### config.mk
export PLATFORM = sky130hd
export DESIGN_NAME = wb_addr_decoder
export DESIGN_NICKNAME = d
export VERILOG_FILES = /design/src/hdl/wb_bus_pkg.sv /design/src/hdl/wb_addr_decoder.sv
export VERILOG_INCLUDE_DIRS = /design/src /design/src/hdl
export SDC_FILE = /design/constraint.sdc
export NUM_CORES = 1
export LEC_CHECK = 0
export ABC_AREA = 1
export BUFFER_PORTS_ARGS = -buffer_cell sky130_fd_sc_hd__buf_2
export CAP_MARGIN = 20
export CORE_AREA = 4 4 109 111
export DETAILED_ROUTE_END_ITERATION = 10
export DIE_AREA = 0 0 113 115
export PLACE_DENSITY = 0.61
export SLEW_MARGIN = 20
export SYNTH_ARGS = -nofsm -noshare
export SYNTH_HDL_FRONTEND = slang
export SYNTH_SLANG_ARGS = --single-unit
### constraint.sdc
create_clock -name vclk -period 1.7
set_input_delay 0.085 -clock vclk [all_inputs]
set_output_delay 0.085 -clock vclk [all_outputs]
set_load 0.01 [all_outputs]
### src/hdl/wb_bus_consts.svh
// Wishbone shared-bus constants giving the bus sizes and the slave address map
`ifndef WB_BUS_CONSTS_SVH
`define WB_BUS_CONSTS_SVH

// ~~~~~~~~~~~~~~~~~~~~~~~~~~~~~~
// Bus topology
// ~~~~~~~~~~~~~~~~~~~~~~~~~~~~~~
`define WB_NUM_MASTERS 2
`define WB_NUM_SLAVES  3

// Data path widths, one select bit per byte lane
`define WB_ADR_W  32
`define WB_DATA_W 32
`define WB_SEL_W  (`WB_DATA_W / 8)

// ~~~~~~~~~~~~~~~~~~~~~~~~~~~~~~
// Slave memories and address map
// ~~~~~~~~~~~~~~~~~~~~~~~~~~~~~~
`define WB_SLAVE_WORDS  64
`define WB_WINDOW_BYTES (4 * `WB_SLAVE_WORDS)
`define WB_BASE0        32'h0000_0000
`define WB_BASE1        32'h0000_1000
`define WB_BASE2        32'h0000_2000

`endif

### src/hdl/wb_bus_pkg.sv
// Wishbone bus package with the opcode, request and response types of the shared bus
`default_nettype none

`include "wb_bus_consts.svh"

package wb_bus_pkg;

   // ~~~~~~~~~~~~~~~~~~~~~~~~~~~~~~
   // Opcode
   // ~~~~~~~~~~~~~~~~~~~~~~~~~~~~~~

   // Takes the place of the WE line
   typedef enum logic
   {
      OP_READ  = 1'b0,
      OP_WRITE = 1'b1
   } wb_op_e;

   // ~~~~~~~~~~~~~~~~~~~~~~~~~~~~~~
   // Request and response
   // ~~~~~~~~~~~~~~~~~~~~~~~~~~~~~~

   // Master to slave direction, dat carries write data
   typedef struct packed
   {
      logic                  cyc;
      logic                  stb;
      wb_op_e                op;
      logic [`WB_ADR_W-1:0]  adr;
      logic [`WB_SEL_W-1:0]  sel;
      logic [`WB_DATA_W-1:0] dat;
   } wb_req_t;

   // Slave to master direction, dat carries read data
   // Stall is combinational while ack and err are registered
   typedef struct packed
   {
      logic                  ack;
      logic                  err;
      logic                  stall;
      logic [`WB_DATA_W-1:0] dat;
   } wb_rsp_t;

endpackage

`default_nettype wire

### src/hdl/wb_addr_decoder.sv
// Wishbone address decoder that steers the shared strobe to one slave window
`timescale 1ns/100ps
`default_nettype none

`include "wb_bus_consts.svh"

module wb_addr_decoder
(
   input  wb_bus_pkg::wb_req_t                      bus_req_i,
   output wb_bus_pkg::wb_req_t [`WB_NUM_SLAVES-1:0] s_req_o,
   output logic [`WB_NUM_SLAVES-1:0]                s_sel_o,
   output logic                                     miss_o
);

   localparam logic [`WB_ADR_W-1:0] BASE [`WB_NUM_SLAVES] =
      '{`WB_BASE0, `WB_BASE1, `WB_BASE2};

   logic [`WB_NUM_SLAVES-1:0] hit;
   logic                      strobe;

   assign strobe = bus_req_i.cyc & bus_req_i.stb;

   // ~~~~~~~~~~~~~~~~~~~~~~~~~~~~~~
   // Window compare
   // ~~~~~~~~~~~~~~~~~~~~~~~~~~~~~~

   always_comb
   begin
      for (int i = 0; i < `WB_NUM_SLAVES; i++)
      begin
         hit[i] = (bus_req_i.adr >= BASE[i]) &&
                  (bus_req_i.adr < BASE[i] + `WB_WINDOW_BYTES);
      end
   end

   // ~~~~~~~~~~~~~~~~~~~~~~~~~~~~~~
   // Slave requests
   // ~~~~~~~~~~~~~~~~~~~~~~~~~~~~~~

   // Every slave sees cyc but only the hit slave gets stb and the payload
   always_comb
   begin
      for (int i = 0; i < `WB_NUM_SLAVES; i++)
      begin
         s_req_o[i]     = '0;
         s_req_o[i].cyc = bus_req_i.cyc;
         s_req_o[i].op  = bus_req_i.op;
         if (hit[i])
         begin
            s_req_o[i].stb = strobe;
            s_req_o[i].adr = bus_req_i.adr;
            s_req_o[i].sel = bus_req_i.sel;
            s_req_o[i].dat = bus_req_i.dat;
         end
      end
   end

   assign s_sel_o = hit;

   // A strobe that lands in no window is answered with err by the router
   assign miss_o = strobe & ~(|hit);

   // Overlapping windows in the address map would break one-hot routing
   sel_onehot0: assert final ($onehot0(s_sel_o));

endmodule

`default_nettype wire

==> results of run 1 <==
## routing by layer
layer	wire length, um	track usage, %
met5	0	0
met4	13	0
met3	833	1.47
met2	3260	16.0
met1	2110	8.65
## logic make-up after synthesis
family / after synthesis / share of synthesized area (%)
other cells: 1 / 0.238
buf+inv: 141 / 56.2
simple gates: 171 / 43.2
compound gates: 1 / 0.317
## power by group through the flow
stage / Combinational, W / Clock, W / Sequential, W
3_3_place_gp: 0.000222 / 0 / 0
4_1_cts: 0.000224 / 0 / 0
2_1_floorplan: 0.000258 / 0 / 0
6_report: 0.000228 / 0 / 0
3_5_place_dp: 0.000223 / 0 / 0
5_1_grt: 0.000261 / 0 / 0
## layout make-up
type                            count  area, um2  area share [%]
Timing Repair Buffer              218       1100            45.4
Multi-Input combinational cell    242        955            39.4
Tap cell                          140        175            7.22
Inverter                           52        195            8.05
## worst paths after layout
kind                          end  slack, ns           from  cells after the start
worst min-delay path  s_req_o[68]       0.17  bus_req_i[68]                      0
worst max-delay path  s_req_o[77]       0.23  bus_req_i[44]                      9
## through the flow
| stage | setup WS [ns] | hold WS (ns) |
|---|---|---|
| final | 0.232 | 0.170 |
| after global routing | 0.0100 | 0.170 |
| after CTS | 0.216 | 0.170 |
| after detailed placement | 0.219 | 0.170 |
| after global placement | 0.213 | 0.170 |
| after floorplan | 0.617 | 0.262 |
## placed cells by master (no fill, tap or decap)
cell type  count
a21oi_1        1
buf_2        214
buf_4          4
conb_1        70
inv_1         50
inv_2          2
nand2_1       11
nand2_4        1
nand3_1        1
nand3_2        1
nor2_1       153
nor2_4         4
## Yosys cell counts
cell	n
nand3_1	2
clkbuf_1	1
buf_2	1
nand2_4	1
nor2_4	4
inv_1	50
inv_2	2
buf_4	79
a21oi_1	1
conb_1	1
buf_6	8
nor2_1	153
nand2_1	11
==> run summary, run 1 <==
The final global-route overflow total is 0. Of the total power, combinational logic draws 100.0%. During I/O placement, the number of pins put on the boundary was 288.

The cell with the largest stage delay on the worst path is inv_2. The antenna diode count came out at 0. The cell row count came out at 38. The normalized max-slew margin is 45.1%. The clock network is responsible for 0% of the overall power. In the post-synthesis netlist, the biggest area contributors are buf_4, nor2_1, inv_1. The maximum fanout encountered on the critical timing path is 45. The switching power as a share of total power came out at 67.5%.

The largest net degree at the start of global routing came out at 46. The final core utilization is 22.5%. Synthesis handed over a netlist of 314 instances.

The total of clock buffers placed in the layout is 0. Dividing the synthesized area by the synthesized cell count gives 5.02 um2. The number of antenna violations at the first check in global routing is 0. The count of cell types in the netlist came out at 13. The number of antenna-violating nets in the routed design came out at 0.

The fill cell instance count of the final layout came out at 1255. The first global-routing pass estimated 8780 um of wire. With fillers left out, the area of the finished cells amounts to 2430 um2. The shortest clock period the worst path allows after layout came out at 1.47 ns. The count of pins over their slew limit is 0. The number of sequential storage elements is 0.

The count of synthesis-stage warnings from yosys is 0. The starting density of the core is 14.6%. The switching component of the power is 0.000154 W. In this run the power density over the cells is 94.0 nW/um2.

In the global route stage, overall resource usage came out at 7.75%. The quantity of hold-fixing buffers added after cts is 0. The tightest min-delay check is of the input port to output pin type. STA classifies the critical path startpoint as an input port.

Setup repair after global routing left no endpoint under its margin. The number of setup violations in the final report is 0. The worst setup path is captured at an output pin. The count of TritonRoute iterations in the first routing pass is 4. The number of gates resized after cts came out at 0. The portion of the clock cycle consumed by the worst path in the final layout came out at 86.4%. The mean routed wirelength per cell is 9.53 um. The die covers 13000 um2. The kind of cell with the highest combined delay along the critical path is buffers and inverters.

The overall routed net length is 6210 um. The number of buffers and inverters on the critical path came out at 4. The number of vias per cell came out at 3.38.

The portion of synthesized cell area occupied by the leading cell type came out at 37.6%. Across all layers, the routed design uses 2201 vias. The max capacitance violation total is 0. Timing would allow up to 681 MHz. The horizontal extent of the die came out at 113 um. The netlist area before placement is 1580 um2. The completed layout was analyzed and its total power is 0.000228 W. The total area inside the core boundary comes to 10800 um2. For this run, the slowest stage of the critical path takes 0.59 ns. Summed over all instances, the cell type with the most area after synthesis is buf_4. The required time of the critical path came out at 1.62 ns.

The run finished with clean final reports. The half-perimeter wire length after placement is 5470 um. The DRC violations left came out at 0. The arrival time of data at the critical path endpoint came out at 1.38 ns. The number of DRC violations after detailed-routing iteration 0 came out at 84. The number of post-CTS setup repair buffers is 0.

The number of buffers inserted by port buffering came out at 214. The final standard cell count with taps included and fillers excluded came out at 652. The worst setup path is of the input port to output pin kind. The weighted congestion at the end of routability-driven global placement is 0.719.

The proportion of power drawn by flip-flops and latches came out at 0%. The number of nets in the final layout came out at 585. The internal power summed over all cells is 0.0000740 W. The total negative slack came out at 0 ns.

The signal on the critical path passes through buf_2 -> nor2_1 -> nand2_1 -> inv_1 -> nand2_1 -> nor2_4 -> inv_2 -> nor2_1 -> buf_2. The cell leakage power came out at 1.97 nW. The placed cell count is 652. The hold violation total from the final report was 0.

The placement-stage cell area came out at 2430 um2. The layout overhead on the synthesized area came out at 53.8%. The area occupied by registers came out at 0 um2. The die span in y came out at 115 um. The fraction of final layout cells with drive strength greater than 1 is 44.1%.

The transition time at the pin with the least slew margin is 0.822 ns. The number of global-route vias before repair is 1850. The maximum resistive drop on vdd is 0.0527 mV.

The sequential share of the synthesized area is 0%.
No activity file was read; power rests on OpenSTA's default activity.
==> run 2, diff against run 1 <==
PLACE_DENSITY = 0.62   (was 0.61)
REMOVE_ABC_BUFFERS = 1   (was unset)
clock period = 1.35 ns   (was 1.7 ns; I/O delays follow)
==> run summary, run 2 (synthesis results as in run 1) <==
The flow ran to the end, and the final reports show no timing, DRC or antenna violations. The placed cell count is 654 (+0.31%). The number of global-route vias before repair is 1882 (+1.7%).

The antenna diode count is 0 (unchanged). STA classifies the critical path startpoint as an input port. The total of clock buffers placed in the layout came out at 0 (unchanged). The number of setup violations in the final report came out at 0 (unchanged). The worst setup slack after placement is 0.0768 ns (-0.143 ns). The mean routed wirelength per cell came out at 9.70 um (+1.8%).

The worst hold path belongs to the class input port to output pin. The arrival time of data at the critical path endpoint is 1.17 ns (-0.21 ns). The number of sequential storage elements came out at 0 (unchanged). The final global-route overflow total came out at 0 (unchanged). The count of pins over their slew limit is 0 (unchanged).

The power per cell area came out at 115 nW/um2 (+22%). The maximum resistive drop on vdd is 0.0595 mV (+13%). The quantity of hold-fixing buffers added after cts is 0 (unchanged). The number of vias per cell was 3.35 (-0.72%). The fraction of final layout cells with drive strength greater than 1 came out at 45.6% (+1.5 points). From synthesis to final layout, the design area changed by 60.9%. In this run the most critical hold path is launched from bus_req_i[68]. The number of I/O pins came out at 288 (unchanged). The combined area of the multi-input logic cells came out at 967 um2 (+1.3%).

The number of DRC violations after detailed-routing iteration 0 is 79 (-6.0%). The number of nets in the final layout was 590 (+0.85%). The worst path needs 1.24 ns of the cycle, external delays included. The half-perimeter wire length after placement is 5680 um (+3.9%). The all-layer global routing usage came out at 7.81% (+0.055 points).

The die outline area is 13000 um2 (unchanged). The critical path is of the input port to output pin type. The required time of the critical path is 1.28 ns (-0.34 ns).

The number of antenna violations at the first check in global routing is 0 (unchanged). The hold violation total from the final report is 0 (unchanged). The DRC violations left was 0 (unchanged).

The sort of element at the end of the critical path is an output pin. The weighted congestion at the end of routability-driven global placement came out at 0.731 (+1.7%). The most common library cell in the layout ignoring fill and taps is buf_2. The overall routed net length is 6370 um (+2.5%). The horizontal extent of the die came out at 113 um (unchanged). The fill cell instance count of the final layout is 1280 (+2.0%). The starting density of the core came out at 14.6% (unchanged). After layout, the worst path uses 91.6% of the clock period. The routed via count is 2202 (+0.045%). The final standard cell count with taps included and fillers excluded came out at 657 (+0.77%).

The largest net degree at the start of global routing came out at 28 (-39%). The number of buffers inserted by port buffering is 214 (unchanged). The number of antenna-violating nets in the routed design is 0 (unchanged). The final worst-path setup slack is 0.114 ns (-0.118 ns). The count of TritonRoute iterations in the first routing pass is 4 (unchanged). The cell row count is 38 (unchanged). The worst hold path terminates at s_req_o[139]. The area occupied by registers is 0 um2 (unchanged). The die span in y is 115 um (unchanged). The area of the core came to 10800 um2 (unchanged).

The hold-critical path depth came out at 0 (unchanged). The max capacitance violation total came out at 0 (unchanged). Setup repair after global routing left no endpoint under its margin. The maximum fanout encountered on the critical timing path came out at 24 (-47%). The cell leakage power is 2.02 nW (+2.7%). The highest clock rate came out at 809 MHz. In the layout the commonest cells are buf_2, nor2_1, conb_1, inv_1, nand2_1.

The first-pass GRT wire length was 8870 um (+0.95%).
[run 2: cell count changes in the layout (fill, tap and decap cells not counted)]
cell,change
nor2_2,+5
buf_12,+5
nor2_1,-5
[run 2: layer usage]
metal / track usage [%] / part of all wire (%) / routed length [um]
met5: 0 / 0 / 0
met4: 0 / 0 / 0
met3: 0.526 / 10 / 643
met2: 16.0 / 55 / 3500
met1: 9.34 / 35 / 2230
[run 2: timing repair]
item	4_1_cts	5_1_grt
setup buffers	0	3
endpoints found under the setup margin	0	39
resized for setup	0	5
[run 2: area by class of cell]
class / count / share of cell area (%)
inverters: 52 / 7.69
multi-input cells: 242 / 38.1
well taps: 140 / 6.90
repair buffers: 223 / 47.3
[run 2: how the worst max path moves through the flow]
stage / from / end / slack, ns / depth (start not counted)
6_report: bus_req_i[67] / s_req_o[114] / 0.11 / 10
5_1_grt: bus_req_i[64] / s_req_o[152] / 0.0002 / 10
4_1_cts: bus_req_i[61] / s_req_o[104] / 0.07 / 10
3_5_place_dp: bus_req_i[61] / s_req_o[104] / 0.08 / 10
3_3_place_gp: bus_req_i[56] / s_req_o[104] / 0.09 / 10
2_1_floorplan: bus_req_i[56] / s_req_o[0] / -0.34 / 5
[run 2: power breakdown]
part | switching [W] | leakage, nW | internal [W] | total, W
clock network | 0 | 0 | 0 | 0
registers | 0 | 0 | 0 | 0
logic | 0.000198 | 2.02 | 0.0000933 | 0.000291
total | 0.000198 | 2.02 | 0.0000933 | 0.000291
[run 2: metrics by stage]
stage	setup TNS (ns)	area (um2)	util [%]	total power, W	hold slack (ns)
3_5_place_dp	0	2500	23.2	0.000282	0.135
6_report	0	2540	23.5	0.000291	0.135
2_1_floorplan	-15.57	1140	-	0.000156	0.135
4_1_cts	0	2500	23.2	0.000283	0.135
3_3_place_gp	0	2500	23.2	0.000282	0.135
5_1_grt	0	2540	23.5	0.000331	0.135
[run 2: worst max-delay path, cell delays in order]
cell and delay [ns]:
buf_2 0.09, nor2_1 0.09, nand2_1 0.10, nor2_4 0.16, nand2_4 0.09, nor2_4 0.10
inv_2 0.07, buf_12 0.15, nor2_1 0.09, buf_2 0.14
==> run 3, diff against run 2 <==
PLACE_DENSITY = 0.61   (was 0.62)
TNS_END_PERCENT = 100   (was unset)
clock period = 1.45 ns   (was 1.35 ns; I/O delays follow)
==> run summary, run 3 (synthesis results as in run 1) <==
The total negative slack is 0 ns (unchanged). The number of vias per cell came out at 3.35 (-0.18%). The smallest hold slack came out at 0.145 ns (+0.00998 ns). The max capacitance violation total came out at 0 (unchanged).

The highest clock rate came out at 778 MHz. The maximum resistive drop on vdd is 0.0505 mV (-15%). The area of the core came out at 10800 um2 (unchanged).

The worst setup slack after placement is 0.111 ns (+0.0340 ns). The die span in y came out at 115 um (unchanged). The hold violation total from the final report came out at 0 (unchanged). The die outline area came out at 13000 um2 (unchanged).

The signal on the critical path passes through buf_2 -> nor2_1 -> nand2_1 -> inv_1 -> nand3_1 -> nor2_4 -> inv_2 -> buf_12 -> nor2_1 -> buf_2. The mean routed wirelength per cell came out at 9.83 um (+1.4%). The final global-route overflow total is 0 (unchanged). The fraction of final layout cells with drive strength greater than 1 is 44.4% (-1.3 points). The number of DRC violations after detailed-routing iteration 0 came out at 64 (-19%).

The number of gates resized after cts is 0 (unchanged). The number of setup violations in the final report is 0 (unchanged). The routed via count is 2188 (-0.64%). The number of nets in the final layout came out at 587 (-0.51%). Setup repair after global routing left no endpoint under its margin. The count of pins over their slew limit is 0 (unchanged). The number of antenna-violating nets in the routed design came out at 0 (unchanged).

The cell row count was 38 (unchanged). The number of I/O pins came out at 288 (unchanged). The worst hold path belongs to the class input port to output pin. The maximum fanout encountered on the critical timing path came to 24 (unchanged). STA classifies the critical path endpoint as an output pin. The hold-critical path depth is 0 (unchanged). The number of sequential storage elements came out at 0 (unchanged). The largest stage delay on the critical path came out at 0.17 ns (about the same).

The portion of the clock cycle consumed by the worst path in the final layout came out at 88.6%. Among all stages on the critical path, the largest delay is contributed by nor2_4. The number of antenna violations at the first check in global routing came out at 0 (unchanged).

Compared with the post-synthesis result, the final layout area differs by 57.3%. The number of post-CTS setup repair buffers came out at 0 (unchanged). The largest net degree at the start of global routing is 27 (-3.6%). The arrival time of data at the critical path endpoint came to 1.21 ns (+0.04 ns). The number of buffers inserted by port buffering came out at 214 (unchanged). The power per cell area is 110 nW/um2 (-4.4%). The count of TritonRoute iterations in the first routing pass is 4 (unchanged). The most common library cell in the layout ignoring fill and taps is buf_2.

The quantity of hold-fixing buffers added after cts is 0 (unchanged). The overall routed net length came to 6430 um (+0.91%). The area occupied by registers came out at 0 um2 (unchanged). The final design area excluding fillers came out at 2480 um2 (-2.2%).

The starting density of the core came out at 14.6% (unchanged). The final worst-path setup slack came out at 0.165 ns (+0.0507 ns). The half-perimeter wire length after placement came out at 5780 um (+1.7%). The worst hold path terminates at s_req_o[139].

The class of the most critical setup path is input port to output pin. The total of clock buffers placed in the layout was 0 (unchanged). In the layout the commonest cells are buf_2, nor2_1, conb_1, inv_1, nand2_1.

The horizontal extent of the die came to 113 um (unchanged). The antenna diode count was 0 (unchanged). The weighted congestion at the end of routability-driven global placement was 0.783 (+7.1%). The required time of the critical path is 1.38 ns (+0.10 ns).

The run finished with clean final reports. The number of global-route vias before repair is 1859 (-1.2%). The first-pass GRT wire length came out at 8890 um (+0.24%). The shortest clock period the worst path allows after layout is 1.29 ns. The worst setup path startpoint is bus_req_i[44].

The all-layer global routing usage came out at 7.92% (+0.11 points). The DRC violations left is 0 (unchanged). The type of origin of the critical path is an input port. The placement-stage cell area came out at 2480 um2 (-1.0%). The cell leakage power came to 2.00 nW (-1.2%). The worst hold path begins at bus_req_i[68].
-- run 3: worst max path at each step --
stage / end / slack [ns] / cells after the start
final: s_req_o[180] / 0.16 / 10
after global routing: s_req_o[79] / 0.002 / 10
after CTS: s_req_o[150] / 0.11 / 10
after detailed placement: s_req_o[150] / 0.11 / 10
after global placement: s_req_o[150] / 0.11 / 10
after floorplan: s_req_o[0] / -0.25 / 5
-- run 3: routing by layer --
layer,share of wire (%),vias to the layer above,GRT usage [%]
met4,0.59,0,0.401
met3,11,4,0.684
met1,35,891,9.31
met2,54,158,16.2
li1,-,1135,-
met5,0,-,0
-- run 3: report_power, final --
group / total (W) / internal (W) / switching [W]
Clock: 0 / 0 / 0
Sequential: 0 / 0 / 0
Combinational: 0.000272 / 0.0000868 / 0.000185
Total: 0.000272 / 0.0000868 / 0.000185
-- run 3: layout make-up --
class | count | area, um2
fill | 1248 | 8310
timing repair buffer | 220 | 1160
multi-input combinational | 242 | 955
inverter | 52 | 195
tap | 140 | 175
-- run 3: metrics by stage --
step / cells / power, W / utilization (%)
finish: 654 / 0.000272 / 23.0
global route: 654 / 0.000309 / 23.0
CTS: 654 / 0.000267 / 23.0
detailed placement: 654 / 0.000266 / 23.0
global placement: 654 / 0.000266 / 23.0
floorplan: 294 / 0.000145 / -
-- run 3: worst max-delay path: cells and delay by family --
family	cells	cell delay, ns
buf+inv	5	0.54
simple gates	5	0.58
